**src/source/gpu_pkg.sv**
```systemverilog
// gpu_pkg: register map, state and mode encodings and constants for the pixel engine
package gpu_pkg;

    localparam int DATA_W    = 32;
    localparam int FRAC_BITS = 8;   // fixed point fraction of x, y and z

    // word offsets of the slave register map
    typedef enum logic [3:0] {
        REG_FRAME_PTR = 4'd0,
        REG_START     = 4'd1,
        REG_DONE      = 4'd2,
        REG_DEPTH_PTR = 4'd3,
        REG_COLOR     = 4'd4,
        REG_X         = 4'd5,
        REG_Y         = 4'd6,
        REG_Z         = 4'd7,
        REG_MODE      = 4'd8
    } reg_addr_e;

    typedef enum logic [1:0] {
        MODE_NONE        = 2'd0,
        MODE_PLOT        = 2'd1,
        MODE_CLEAR_FRAME = 2'd2,
        MODE_CLEAR_DEPTH = 2'd3
    } mode_e;

    typedef enum logic [1:0] {
        SEQ_IDLE,
        SEQ_RUNNING,
        SEQ_DONE
    } seq_state_e;

    typedef enum logic [1:0] {
        PLOT_IDLE,
        PLOT_Z_READ,
        PLOT_RGB_WRITE,
        PLOT_Z_WRITE
    } plot_state_e;

    localparam logic [DATA_W-1:0] SKY_COLOR = 32'h0087CEEB;
    localparam logic [DATA_W-1:0] FAR_DEPTH = 32'h7FFFFFFF;   // largest positive depth
    localparam logic [DATA_W-1:0] KEY_COLOR = 32'h00FFFF00;   // transparent yellow

endpackage
```
**src/source/gpu_core.sv**
```systemverilog
// gpu_core: pixel engine top level joining the slave register file and the master engine
`timescale 1ns/1ns
module gpu_core #(
    parameter int SCREEN_W = 320,
    parameter int SCREEN_H = 240
) (
    input  logic                         CLK,
    input  logic                         RESET,
    input  logic                         chipselect,
    input  logic                         read,
    input  logic                         write,
    input  logic [3:0]                   address,
    input  logic [gpu_pkg::DATA_W-1:0]   writedata,
    output logic [gpu_pkg::DATA_W-1:0]   readdata,
    output logic [gpu_pkg::DATA_W-1:0]   m_address,
    output logic                         m_read,
    output logic                         m_write,
    output logic [gpu_pkg::DATA_W-1:0]   m_writedata,
    input  logic                         m_waitrequest,
    input  logic [gpu_pkg::DATA_W-1:0]   m_readdata,
    input  logic                         m_readdatavalid,
    input  logic                         m_writeresponsevalid
);

    logic                       start, done_set;
    gpu_pkg::mode_e             mode;
    logic [gpu_pkg::DATA_W-1:0] frame_ptr, depth_ptr;
    logic [gpu_pkg::DATA_W-1:0] color, x, y, z;

    gpu_regs i_gpu_regs (
        .CLK        (CLK),
        .RESET      (RESET),
        .chipselect (chipselect),
        .read       (read),
        .write      (write),
        .address    (address),
        .writedata  (writedata),
        .readdata   (readdata),
        .start      (start),
        .mode       (mode),
        .frame_ptr  (frame_ptr),
        .depth_ptr  (depth_ptr),
        .color      (color),
        .x          (x),
        .y          (y),
        .z          (z),
        .done_set   (done_set)
    );

    gpu_engine #(.SCREEN_W(SCREEN_W), .SCREEN_H(SCREEN_H)) i_gpu_engine (
        .CLK                  (CLK),
        .RESET                (RESET),
        .start                (start),
        .mode                 (mode),
        .frame_ptr            (frame_ptr),
        .depth_ptr            (depth_ptr),
        .color                (color),
        .x                    (x),
        .y                    (y),
        .z                    (z),
        .done_set             (done_set),
        .m_address            (m_address),
        .m_read               (m_read),
        .m_write              (m_write),
        .m_writedata          (m_writedata),
        .m_waitrequest        (m_waitrequest),
        .m_readdata           (m_readdata),
        .m_readdatavalid      (m_readdatavalid),
        .m_writeresponsevalid (m_writeresponsevalid)
    );

endmodule

```
**src/source/gpu_engine.sv**
```systemverilog
// gpu_engine: command sequencer that runs a clear or a plot and shares the master port
`timescale 1ns/1ns
module gpu_engine #(
    parameter int SCREEN_W = 320,
    parameter int SCREEN_H = 240
) (
    input  logic                         CLK,
    input  logic                         RESET,
    input  logic                         start,
    input  gpu_pkg::mode_e               mode,
    input  logic [gpu_pkg::DATA_W-1:0]   frame_ptr,
    input  logic [gpu_pkg::DATA_W-1:0]   depth_ptr,
    input  logic [gpu_pkg::DATA_W-1:0]   color,
    input  logic [gpu_pkg::DATA_W-1:0]   x,
    input  logic [gpu_pkg::DATA_W-1:0]   y,
    input  logic [gpu_pkg::DATA_W-1:0]   z,
    output logic                         done_set,
    output logic [gpu_pkg::DATA_W-1:0]   m_address,
    output logic                         m_read,
    output logic                         m_write,
    output logic [gpu_pkg::DATA_W-1:0]   m_writedata,
    input  logic                         m_waitrequest,
    input  logic [gpu_pkg::DATA_W-1:0]   m_readdata,
    input  logic                         m_readdatavalid,
    input  logic                         m_writeresponsevalid
);

    gpu_pkg::seq_state_e        state;
    logic                       launch;
    logic                       is_plot;
    logic                       clear_go, plot_go;
    logic                       clear_finish, plot_finish, sub_finish;
    logic [gpu_pkg::DATA_W-1:0] clear_base, clear_word;
    logic [gpu_pkg::DATA_W-1:0] clear_addr, clear_data;
    logic                       clear_write;
    logic [gpu_pkg::DATA_W-1:0] plot_addr, plot_data;
    logic                       plot_read, plot_write;

    assign is_plot  = (mode == gpu_pkg::MODE_PLOT);
    assign launch   = (state == gpu_pkg::SEQ_IDLE) && start && (mode != gpu_pkg::MODE_NONE);
    assign clear_go = launch && !is_plot;
    assign plot_go  = launch && is_plot;

    assign sub_finish = is_plot ? plot_finish : clear_finish;
    // pulse on the step into SEQ_DONE
    assign done_set = ((state == gpu_pkg::SEQ_RUNNING) && sub_finish)
                   || ((state == gpu_pkg::SEQ_IDLE) && start && (mode == gpu_pkg::MODE_NONE));

    always_ff @(posedge CLK) begin
        if (RESET) begin
            state <= gpu_pkg::SEQ_IDLE;
        end else begin
            case (state)
                gpu_pkg::SEQ_IDLE:
                    if (start)
                        state <= (mode == gpu_pkg::MODE_NONE) ? gpu_pkg::SEQ_DONE
                                                               : gpu_pkg::SEQ_RUNNING;
                gpu_pkg::SEQ_RUNNING:
                    if (sub_finish)
                        state <= gpu_pkg::SEQ_DONE;
                gpu_pkg::SEQ_DONE:
                    if (!start)
                        state <= gpu_pkg::SEQ_IDLE;   // wait for software to drop start
                default:
                    state <= gpu_pkg::SEQ_IDLE;
            endcase
        end
    end

    // frame clear paints sky, depth clear sets the far plane
    assign clear_base = (mode == gpu_pkg::MODE_CLEAR_FRAME) ? frame_ptr : depth_ptr;
    assign clear_word = (mode == gpu_pkg::MODE_CLEAR_FRAME) ? gpu_pkg::SKY_COLOR
                                                             : gpu_pkg::FAR_DEPTH;

    buffer_clear #(.SCREEN_W(SCREEN_W), .SCREEN_H(SCREEN_H)) i_buffer_clear (
        .CLK           (CLK),
        .RESET         (RESET),
        .go            (clear_go),
        .base          (clear_base),
        .fill_word     (clear_word),
        .m_waitrequest (m_waitrequest),
        .m_address     (clear_addr),
        .m_write       (clear_write),
        .m_writedata   (clear_data),
        .finish        (clear_finish)
    );

    pixel_plot #(.SCREEN_W(SCREEN_W), .SCREEN_H(SCREEN_H)) i_pixel_plot (
        .CLK                  (CLK),
        .RESET                (RESET),
        .go                   (plot_go),
        .frame_ptr            (frame_ptr),
        .depth_ptr            (depth_ptr),
        .color                (color),
        .x                    (x),
        .y                    (y),
        .z                    (z),
        .m_waitrequest        (m_waitrequest),
        .m_readdata           (m_readdata),
        .m_readdatavalid      (m_readdatavalid),
        .m_writeresponsevalid (m_writeresponsevalid),
        .m_address            (plot_addr),
        .m_read               (plot_read),
        .m_write              (plot_write),
        .m_writedata          (plot_data),
        .finish               (plot_finish)
    );

    always_comb begin
        m_address   = is_plot ? plot_addr : clear_addr;
        m_writedata = is_plot ? plot_data : clear_data;
        m_read      = 1'b0;
        m_write     = 1'b0;
        if (state == gpu_pkg::SEQ_RUNNING) begin   // bus quiet outside a command
            m_read  = is_plot && plot_read;
            m_write = is_plot ? plot_write : clear_write;
        end
    end

    // a sub-engine only finishes inside a running command
    a_finish_in_run: assert property (
        @(posedge CLK) disable iff (RESET)
        (clear_finish || plot_finish) |-> (state == gpu_pkg::SEQ_RUNNING)
    );

endmodule

```
**src/source/pixel_plot.sv**
```systemverilog
// pixel_plot: depth tested write of one pixel, read depth then write colour and depth
`timescale 1ns/1ns
module pixel_plot #(
    parameter int SCREEN_W = 320,
    parameter int SCREEN_H = 240
) (
    input  logic                         CLK,
    input  logic                         RESET,
    input  logic                         go,
    input  logic [gpu_pkg::DATA_W-1:0]   frame_ptr,
    input  logic [gpu_pkg::DATA_W-1:0]   depth_ptr,
    input  logic [gpu_pkg::DATA_W-1:0]   color,
    input  logic [gpu_pkg::DATA_W-1:0]   x,
    input  logic [gpu_pkg::DATA_W-1:0]   y,
    input  logic [gpu_pkg::DATA_W-1:0]   z,
    input  logic                         m_waitrequest,
    input  logic [gpu_pkg::DATA_W-1:0]   m_readdata,
    input  logic                         m_readdatavalid,
    input  logic                         m_writeresponsevalid,
    output logic [gpu_pkg::DATA_W-1:0]   m_address,
    output logic                         m_read,
    output logic                         m_write,
    output logic [gpu_pkg::DATA_W-1:0]   m_writedata,
    output logic                         finish
);

    gpu_pkg::plot_state_e       state;
    logic                       issued;   // command accepted, response pending
    logic                       resp;
    logic                       on_screen, draw;
    logic [gpu_pkg::DATA_W-1:0] pix_off;

    // byte offset of the pixel within either buffer
    assign pix_off = (((y >> gpu_pkg::FRAC_BITS) * SCREEN_W)
                    + (x >> gpu_pkg::FRAC_BITS)) << 2;

    assign on_screen = ($signed(x) > 0) && ($signed(x) < (SCREEN_W << gpu_pkg::FRAC_BITS))
                    && ($signed(y) > 0) && ($signed(y) < (SCREEN_H << gpu_pkg::FRAC_BITS));

    assign draw = on_screen && ($signed(m_readdata) > $signed(z))
               && (color[23:0] != gpu_pkg::KEY_COLOR[23:0]);

    assign resp = issued && ((state == gpu_pkg::PLOT_Z_READ) ? m_readdatavalid
                                                             : m_writeresponsevalid);

    always_ff @(posedge CLK) begin
        if (RESET) begin
            state  <= gpu_pkg::PLOT_IDLE;
            issued <= 1'b0;
            finish <= 1'b0;
        end else begin
            finish <= 1'b0;
            if ((m_read || m_write) && !m_waitrequest)
                issued <= 1'b1;
            else if (resp)
                issued <= 1'b0;
            case (state)
                gpu_pkg::PLOT_IDLE:
                    if (go)
                        state <= gpu_pkg::PLOT_Z_READ;
                gpu_pkg::PLOT_Z_READ:
                    if (resp) begin
                        if (draw) begin
                            state <= gpu_pkg::PLOT_RGB_WRITE;
                        end else begin
                            state  <= gpu_pkg::PLOT_IDLE;   // hidden, off screen or keyed
                            finish <= 1'b1;
                        end
                    end
                gpu_pkg::PLOT_RGB_WRITE:
                    if (resp)
                        state <= gpu_pkg::PLOT_Z_WRITE;
                default:
                    if (resp) begin
                        state  <= gpu_pkg::PLOT_IDLE;
                        finish <= 1'b1;
                    end
            endcase
        end
    end

    assign m_read  = (state == gpu_pkg::PLOT_Z_READ) && !issued;
    assign m_write = ((state == gpu_pkg::PLOT_RGB_WRITE) || (state == gpu_pkg::PLOT_Z_WRITE))
                  && !issued;
    assign m_writedata = (state == gpu_pkg::PLOT_RGB_WRITE) ? color : z;

    always_comb begin
        case (state)
            gpu_pkg::PLOT_Z_READ:    m_address = on_screen ? depth_ptr + pix_off : depth_ptr;
            gpu_pkg::PLOT_RGB_WRITE: m_address = frame_ptr + pix_off;
            default:                 m_address = depth_ptr + pix_off;
        endcase
    end

    // a stalled command holds still until it is accepted
    a_hold_on_wait: assert property (
        @(posedge CLK) disable iff (RESET)
        (m_read || m_write) && m_waitrequest
            |=> $stable(m_address) && $stable(m_read) && $stable(m_write)
    );

endmodule

```
**src/source/buffer_clear.sv**
```systemverilog
// buffer_clear: writes one fill word to every pixel of a buffer over the master port
`timescale 1ns/1ns
module buffer_clear #(
    parameter int SCREEN_W = 320,
    parameter int SCREEN_H = 240
) (
    input  logic                         CLK,
    input  logic                         RESET,
    input  logic                         go,
    input  logic [gpu_pkg::DATA_W-1:0]   base,
    input  logic [gpu_pkg::DATA_W-1:0]   fill_word,
    input  logic                         m_waitrequest,
    output logic [gpu_pkg::DATA_W-1:0]   m_address,
    output logic                         m_write,
    output logic [gpu_pkg::DATA_W-1:0]   m_writedata,
    output logic                         finish
);

    localparam int NUM_WORDS = SCREEN_W * SCREEN_H;
    localparam int CNT_W     = $clog2(NUM_WORDS + 1);

    logic [CNT_W-1:0] count;   // accepted writes so far
    logic             active;

    always_ff @(posedge CLK) begin
        if (RESET) begin
            active <= 1'b0;
            count  <= '0;
            finish <= 1'b0;
        end else begin
            finish <= 1'b0;
            if (go) begin
                active <= 1'b1;
                count  <= '0;
            end else if (active && !m_waitrequest) begin
                count <= count + 1'b1;
                if (count == CNT_W'(NUM_WORDS - 1)) begin
                    active <= 1'b0;
                    finish <= 1'b1;   // one cycle after the last acceptance
                end
            end
        end
    end

    // writes are posted, responses are not tracked
    assign m_write     = active;
    assign m_writedata = fill_word;
    assign m_address   = base + (gpu_pkg::DATA_W'(count) << 2);

    a_count_range: assert property (
        @(posedge CLK) disable iff (RESET) count <= CNT_W'(NUM_WORDS)
    );

endmodule

```
**src/source/gpu_regs.sv**
```systemverilog
// gpu_regs: Avalon-MM slave register file holding the command, pointers and pixel values
`timescale 1ns/1ns
module gpu_regs (
    input  logic                         CLK,
    input  logic                         RESET,
    input  logic                         chipselect,
    input  logic                         read,
    input  logic                         write,
    input  logic [3:0]                   address,
    input  logic [gpu_pkg::DATA_W-1:0]   writedata,
    output logic [gpu_pkg::DATA_W-1:0]   readdata,
    output logic                         start,
    output gpu_pkg::mode_e               mode,
    output logic [gpu_pkg::DATA_W-1:0]   frame_ptr,
    output logic [gpu_pkg::DATA_W-1:0]   depth_ptr,
    output logic [gpu_pkg::DATA_W-1:0]   color,
    output logic [gpu_pkg::DATA_W-1:0]   x,
    output logic [gpu_pkg::DATA_W-1:0]   y,
    output logic [gpu_pkg::DATA_W-1:0]   z,
    input  logic                         done_set
);

    logic                       done;
    logic [gpu_pkg::DATA_W-1:0] mode_word;   // full word kept for readback
    gpu_pkg::reg_addr_e         reg_sel;

    assign reg_sel = gpu_pkg::reg_addr_e'(address);
    assign mode    = gpu_pkg::mode_e'(mode_word[1:0]);

    always_ff @(posedge CLK) begin
        if (RESET) begin
            frame_ptr <= '0;
            depth_ptr <= '0;
            color     <= '0;
            x         <= '0;
            y         <= '0;
            z         <= '0;
            mode_word <= '0;
            start     <= 1'b0;
            done      <= 1'b0;
        end else begin
            if (chipselect && write) begin
                case (reg_sel)
                    gpu_pkg::REG_FRAME_PTR: frame_ptr <= writedata;
                    gpu_pkg::REG_START:     start     <= writedata[0];
                    gpu_pkg::REG_DONE:      done      <= writedata[0];
                    gpu_pkg::REG_DEPTH_PTR: depth_ptr <= writedata;
                    gpu_pkg::REG_COLOR:     color     <= writedata;
                    gpu_pkg::REG_X:         x         <= writedata;
                    gpu_pkg::REG_Y:         y         <= writedata;
                    gpu_pkg::REG_Z:         z         <= writedata;
                    gpu_pkg::REG_MODE:      mode_word <= writedata;
                    default: ;
                endcase
            end
            if (done_set)
                done <= 1'b1;   // engine wins over a host write
        end
    end

    // read data is valid in the same cycle
    always_comb begin
        readdata = '0;
        if (chipselect && read) begin
            case (reg_sel)
                gpu_pkg::REG_FRAME_PTR: readdata = frame_ptr;
                gpu_pkg::REG_START:     readdata[0] = start;
                gpu_pkg::REG_DONE:      readdata[0] = done;
                gpu_pkg::REG_DEPTH_PTR: readdata = depth_ptr;
                gpu_pkg::REG_COLOR:     readdata = color;
                gpu_pkg::REG_X:         readdata = x;
                gpu_pkg::REG_Y:         readdata = y;
                gpu_pkg::REG_Z:         readdata = z;
                gpu_pkg::REG_MODE:      readdata = mode_word;
                default:                readdata = '0;
            endcase
        end
    end

    // the engine only finishes a command that software has started
    a_done_needs_start: assert property (
        @(posedge CLK) disable iff (RESET) done_set |-> start
    );

endmodule

```
**config.mk**
```make
export PLATFORM = sky130hd
export DESIGN_NAME = gpu_core
export DESIGN_NICKNAME = d
export VERILOG_FILES = /design/src/source/gpu_pkg.sv /design/src/source/gpu_core.sv /design/src/source/gpu_engine.sv /design/src/source/pixel_plot.sv /design/src/source/buffer_clear.sv /design/src/source/gpu_regs.sv
export SDC_FILE = /design/constraint.sdc
export NUM_CORES = 1
export LEC_CHECK = 0
export BUFFER_PORTS_ARGS = -buffer_cell sky130_fd_sc_hd__buf_2
export CAP_MARGIN = 20
export CELL_PAD_IN_SITES_DETAIL_PLACEMENT = 1
export CELL_PAD_IN_SITES_GLOBAL_PLACEMENT = 1
export CORE_ASPECT_RATIO = 0.75
export CORE_UTILIZATION = 29
export CTS_BUF_LIST = sky130_fd_sc_hd__clkbuf_16
export CTS_CLUSTER_SIZE = 12
export DETAILED_ROUTE_END_ITERATION = 7
export PLACE_DENSITY = 0.67
export SLEW_MARGIN = 20
export SYNTH_ARGS = -nofsm -noshare
export SYNTH_HDL_FRONTEND = slang
export SYNTH_SLANG_ARGS = --single-unit
export TNS_END_PERCENT = 20
```
**constraint.sdc**
```tcl
create_clock -name CLK -period 6.34 [get_ports CLK]
set_clock_uncertainty 0.1 [all_clocks]
set_input_delay 1.268 -clock CLK [delete_from_list [all_inputs] [get_ports CLK]]
set_output_delay 1.268 -clock CLK [all_outputs]
set_load 0.1 [all_outputs]
```
==> impl_metrics.json, run 1 <==
{
  "cp.required_ns": 4.97,
  "cp-start-kind": "flop",
  "synth-seq-cells": 251,
  "clk_latency_ns": 0.59,
  "cts_buffer_depth": 3,
  "drv_cap": 0,
  "worst-endpoint-arrival_ns": 6.18,
  "crit_fanout": 3,
  "synth-edff-count": 0,
  "slew_headroom_pct": 28.3,
  "drt_iter0_drc": 2049,
  "post-place-ws_ns": -0.803,
  "maxSlewViolCount": 0,
  "yosysSeqAreaShare_pct": 26.1,
  "grt_max_degree": 173,
  "syn_to_final_growth_pct": 28.5,
  "final_common_cell": "nand2_1",
  "antenna_found_initial": 3,
  "io_buffers": 173,
  "start_util_pct": 29.4,
  "numCtsBuffers": 29,
  "routedWlPerCell_um": 23.5,
  "postLayoutCellArea_um2": 24700,
  "holdWs_ns": 0.363,
  "status": "complete, but fails checks",
  "p_leak_nw": 10.3,
  "h-tree-depth": 1,
  "postLayoutCoreUtil_pct": 37.8,
  "ant_nets": 0,
  "finalSetupViolations": 15,
  "worst_pin_slew_ns": 1.05,
  "clk_pin_slew_ns": 0.06,
  "drive_gt1_share_pct": 21.8,
  "finalWeightedCongestion": 0.955,
  "route.vias.total": 21800,
  "drc": 0,
  "finalWirelength_um": 90200,
  "fin_crit_ns": 7.55,
  "fp.dieH_um": 225,
  "grtUsageTotal_pct": 25.8,
  "cts.sink_count": 251,
  "power.density_nw_per_um2": 149,
  "synth_largest_area_cell": "dfxtp_1",
  "hold_viol": 0,
  "async_flop_share_pct": 0,
  "drtPass1Iterations": 6,
  "dpl-instance-area_um2": 23100,
  "place_inst": 3766,
  "violations": "negative setup slack",
  "grt_first_pass_wirelength_um": 135000,
  "synth-main-ff-cell": "dfxtp_1",
  "syn_inst": 2624,
  "syn_avg_cell_area_um2": 7.33,
  "ir_drop_mv": 0.201,
  "critical_path_class": "flop to output port",
  "synth_top_area_share_pct": 26.1,
  "vias_per_cell": 5.66,
  "syn_nets": 2880,
  "hpwl_um": 69700,
  "die-width_um": 299,
  "syn_area_um2": 19200,
  "final_cells": 3841,
  "max_freq_mhz": 132,
  "cts_tree": "yes",
  "ys_top_cells_by_area": "dfxtp_1 (26%), nand2_1 (12%), ha_1 (11%), a21oi_1 (11%), xnor2_1 (4.0%)",
  "root_buffer": "clkbuf_16",
  "core_um2": 65400,
  "grt_overflow": 0,
  "period_share_pct": 119,
  "grt_pass1_vias": 21900,
  "rows": 81,
  "final_cell_mix": "nand2_1 (597), a21oi_1 (387), buf_4 (264), dfxtp_1 (247), ha_1 (167)",
  "nets": 3202,
  "end_kind": "output port",
  "postCtsHoldBufs": 0,
  "ys_types": 82,
  "worst_hold_path_type": "flop to flop",
  "pin_count": 174,
  "yosysWarnings": 0,
  "setup_ws_ns": -1.21,
  "dieArea_um2": 67400,
  "grt_setup_unrepaired": "true"
}
logic make-up after synthesis:
kind of cell / after synthesis / share of synthesized area [%]
XOR/XNOR: 135 / 6.26
buffers and inverters: 216 / 4.27
AO/OA/AOI/OAI: 813 / 26.5
adder cells (fa/ha/maj): 180 / 11.9
multiplexers: 71 / 3.80
AND/OR/NAND/NOR: 958 / 21.2
flip-flops: 251 / 26.1
final timing paths:
kind,startpoint,endpoint,slack (ns),depth (start not counted)
worst max register to register,i_gpu_regs.z[9],i_gpu_engine.i_pixel_plot.finish,2.78,13
worst min-delay path,i_gpu_regs.mode_word[25],i_gpu_regs.mode_word[25],0.36,2
worst min register to register,i_gpu_regs.mode_word[25],i_gpu_regs.mode_word[25],0.36,2
worst max-delay path,i_gpu_regs.y[11],m_address[31],-1.21,27
state kept, by name, indices dropped and copies added, names as in the netlist:
register	flops
i_gpu_regs.done	1
i_gpu_engine.i_buffer_clear.m_write	1
i_gpu_engine.state	2
i_gpu_regs.z	32
i_gpu_regs.color	32
i_gpu_regs.mode_word	32
i_gpu_regs.depth_ptr	32
i_gpu_engine.i_buffer_clear.finish	1
i_gpu_engine.i_pixel_plot.state	2
i_gpu_engine.i_pixel_plot.finish	1
i_gpu_engine.i_buffer_clear.count	17
i_gpu_regs.frame_ptr	32
i_gpu_engine.i_pixel_plot.issued	1
i_gpu_regs.x	32
i_gpu_regs.y	32
i_gpu_regs.start	1
cell type report:
type / count / area (um^2)
Clock buffer: 29 / 726
Timing Repair Buffer: 442 / 3250
Multi-Input combinational cell: 2157 / 14200
Fill cell: 8021 / 40700
Clock inverter: 25 / 195
Inverter: 65 / 244
Tap cell: 871 / 1090
Antenna cell: 1 / 2.50
Sequential cell: 251 / 5030
timing repair:
action,4_1_cts,5_1_grt
pin swaps,68,43
setup endpoints to repair,18,18
resized for setup,73,45
buffers inserted,11,9
worst max-delay path: stages, from the launching register on:
cell and delay, ns:
dfxtp_4 0.36, ha_4 0.24, ha_4 0.16, fa_2 0.37, buf_6 0.13, xor2_2 0.13, ha_1 0.29, buf_4 0.14
a21o_1 0.18, a21oi_2 0.17, nor2b_1 0.11, o21ai_1 0.15, nand2b_1 0.09, a21oi_2 0.17, xnor2_2 0.14, ha_1 0.28
a211oi_2 0.24, o21bai_1 0.11, a2111o_1 0.47, a31oi_4 0.22, o22a_1 0.17, nand3_2 0.07, a21oi_2 0.17, xnor2_2 0.10
xnor2_2 0.20, a31oi_2 0.13, a221oi_4 0.34, buf_12 0.21
synthesized netlist by cell type (3+ instances only):
master,n
a22o_1,12
o22ai_1,6
xor2_1,45
a32oi_1,4
clkbuf_1,139
a221oi_1,23
a22oi_1,17
a21o_2,3
o21ai_0,95
nand3_1,44
and3_1,13
buf_1,8
a211o_1,7
or4_1,3
a211oi_1,15
a2111oi_0,3
nor2b_1,16
mux2i_1,55
ha_1,175
nand4_1,29
and4_1,3
o21bai_1,27
o221ai_1,3
nor4_1,20
fa_1,5
a21o_1,68
o21a_1,16
a222oi_1,30
nor2_1,152
a31oi_1,13
or3_1,10
o211ai_1,20
nand2_1,601
nand2b_1,18
xnor2_1,88
and2_1,9
a21oi_1,415
inv_1,65
mux2_2,16
nor3_1,26
dfxtp_1,251
stage by stage:
stage | TNS (ns) | total power [mW]
after global routing | -17.06 | 3.77
after detailed placement | -6.64 | 1.99
final | -12.87 | 3.67
after global placement | -4.92 | 1.98
after CTS | -12.75 | 3.68
after floorplan | -5.56 | 1.82
power breakdown:
| group | switching (mW) | internal, mW | total (mW) |
|---|---|---|---|
| logic | 0.255 | 0.114 | 0.370 |
| clock network | 0.749 | 0.950 | 1.70 |
| registers | 0.0185 | 1.59 | 1.61 |
layer usage:
metal / global-route usage [%] / part of all wire, % / up-vias
met5: 0 / 0.0078 / -
met3: 3.28 / 7.5 / 132
met1: 37.9 / 48 / 10800
met4: 6.39 / 2.5 / 2
met2: 39.5 / 42 / 848
li1: - / - / 9982
Power figures use the tool's default switching activity.
==> inputs of run 2 (changes only) <==
Settings changed: PLACE_DENSITY 0.67 to 0.65.
Clock period 6.34 ns to 9.7 ns, I/O delays scaled along.
==> run 2 against run 1 <==
The flow now finishes without violations. Routed wire length decreased by 4.2%. Sequential power decreased by 35%. Core utilization decreased by 4.3 points. Global-route usage decreased by 0.83 points. First-iteration DRC count decreased by 6.8%. Critical path depth increased by 1. Clock power decreased by 35%. Via count decreased by 6.4%. Setup slack improved by 1.7 ns. Worst hold slack got worse by 0.0057 ns. Non-clock buffer count decreased by 235. Cell count decreased by 6.1%.
==> impl_metrics.json, run 2 (synthesis results as in run 1) <==
{
  "io_buffers": 173,
  "rows": 81,
  "slew_headroom_pct": 20.2,
  "nFillCells": 8037,
  "finalPower_mw": 2.38,
  "nets": 2968,
  "fp.dieH_um": 225,
  "end_kind": "output port",
  "p_leak_nw": 8.81,
  "vias_per_cell": 5.65,
  "finalSetupViolations": 0,
  "hpwl_um": 66200,
  "antenna_found_initial": 1,
  "worst_pin_slew_ns": 1.19,
  "status": "completed",
  "numCtsBuffers": 30,
  "cpPeakStageDelay_ns": 0.46,
  "cts.sink_count": 251,
  "worst-endpoint-arrival_ns": 7.19,
  "grt_first_pass_wirelength_um": 130000,
  "pwr-share-clk_pct": 46.7,
  "routedWlPerCell_um": 23.9,
  "finalWirelength_um": 86400,
  "p_sw_uw": 666,
  "root_buffer": "clkbuf_16",
  "postLayoutCoreUtil_pct": 33.5,
  "die-width_um": 299,
  "grt_max_degree": 112,
  "ant_nets": 0,
  "finalWeightedCongestion": 0.930,
  "ir_drop_mv": 0.111,
  "cts_buffer_depth": 3,
  "clk_latency_ns": 0.62,
  "grt_overflow": 0,
  "clk_pin_slew_ns": 0.06,
  "dieArea_um2": 67400,
  "start_util_pct": 29.4,
  "worst_hold_path_type": "flop to flop",
  "grt_pass1_vias": 20600,
  "post_cts_buffers": 0,
  "final_cell_mix": "nand2_1 (601), a21oi_1 (415), dfxtp_1 (251), ha_1 (174), buf_2 (171)",
  "internal-power_mw": 1.71,
  "route.vias.total": 20400,
  "grtUsageTotal_pct": 25.0,
  "critical_path_class": "flop to output port",
  "drive_gt1_share_pct": 11.1,
  "final_common_cell": "nand2_1",
  "maxSlewViolCount": 0,
  "period_share_pct": 95.2,
  "grt_setup_unrepaired": "false",
  "sw_frac_of_total_pct": 28.0,
  "syn_to_final_growth_pct": 14.0,
  "n_antenna_cell": 0,
  "cpMaxStageDelayCell": "dfxtp_1",
  "drt_iter0_drc": 1909,
  "power.density_nw_per_um2": 108,
  "hold_viol": 0,
  "drc": 0,
  "fin_crit_ns": 9.23,
  "max_freq_mhz": 108,
  "power_frac_comb_pct": 9.0,
  "crit_fanout": 7,
  "drv_cap": 0,
  "core_um2": 65400,
  "pin_count": 174,
  "drtPass1Iterations": 6,
  "fin_setup_tns_ns": 0,
  "seq_power_share_pct": 44.2,
  "h-tree-depth": 1,
  "cp.required_ns": 7.66,
  "cts_tree": "yes",
  "cp-start-kind": "flop"
}
run 2: cell types whose count changed in the layout (fill, tap and decap cells not counted), moves of 7 or more:
cell     delta
a21oi_1    +28
a21oi_2    -26
buf_12     -23
buf_2      +20
buf_4     -231
ha_1        +7
o21ai_0    +25
o21ai_1    -13
o21ai_2    -11
xnor2_1    +13
xnor2_2    -12
run 2: worst max-delay path: cells and delay by family, from the launching register on:
family	cells	cell delay [ns]
adder cells (fa/ha/maj)	5	1.69
XOR/XNOR	3	0.41
AND/OR/NAND/NOR	5	0.64
flip-flops	1	0.46
buffers and inverters	1	0.44
AO/OA/AOI/OAI	14	2.96
run 2: metal layers:
layer | vias up | global-route usage (%) | routed length [um]
met1 | 10000 | 36.7 | 42500
met3 | 94 | 4.06 | 6190
li1 | 9515 | - | -
met4 | 0 | 4.87 | 1470
met2 | 713 | 38.1 | 36200
met5 | - | 0 | 0
run 2: area by class of cell:
cell class              count  area, um^2  area share, %
clock inverters            25         191          0.873
flip-flops and latches    251        5020           22.9
multi-input cells        2157       13500           61.5
well taps                 871        1090           4.97
repair buffers            207        1140           5.21
inverters                  65         244           1.11
clock buffers              30         751           3.42
run 2: worst paths after layout:
check	start	to	slack (ns)	cells after the start
max	i_gpu_regs.y[9]	m_address[29]	0.47	28
min	i_gpu_regs.mode_word[30]	i_gpu_regs.mode_word[30]	0.36	2
max reg2reg	i_gpu_regs.z[9]	i_gpu_engine.i_pixel_plot.finish	6.05	13
min reg2reg	i_gpu_regs.mode_word[30]	i_gpu_regs.mode_word[30]	0.36	2
run 2: per-stage QoR:
stage                     hold slack, ns  area, um^2  worst slack [ns]  cells
after floorplan                    0.336       19200             0.530   2624
after global placement             0.342       21000              1.15   3550
after detailed placement           0.350       21000              1.05   3550
after CTS                          0.359       21900             0.426   3605
after global routing               0.370       21900            0.0183   3606
final                              0.357       21900             0.468   3606
run 2: timing repair:
action / in CTS / in global routing
setup endpoints to repair: 0 / 3
resized for setup: 0 / 2
hold buffers: 0 / 0
run 2: power by group through the flow:
stage / clock network, mW / registers [mW] / logic [mW]
floorplan: 0 / 1.07 / 0.125
global placement: 0 / 1.07 / 0.206
detailed placement: 0 / 1.07 / 0.211
CTS: 1.12 / 1.05 / 0.212
global route: 1.16 / 1.05 / 0.228
finish: 1.11 / 1.05 / 0.215
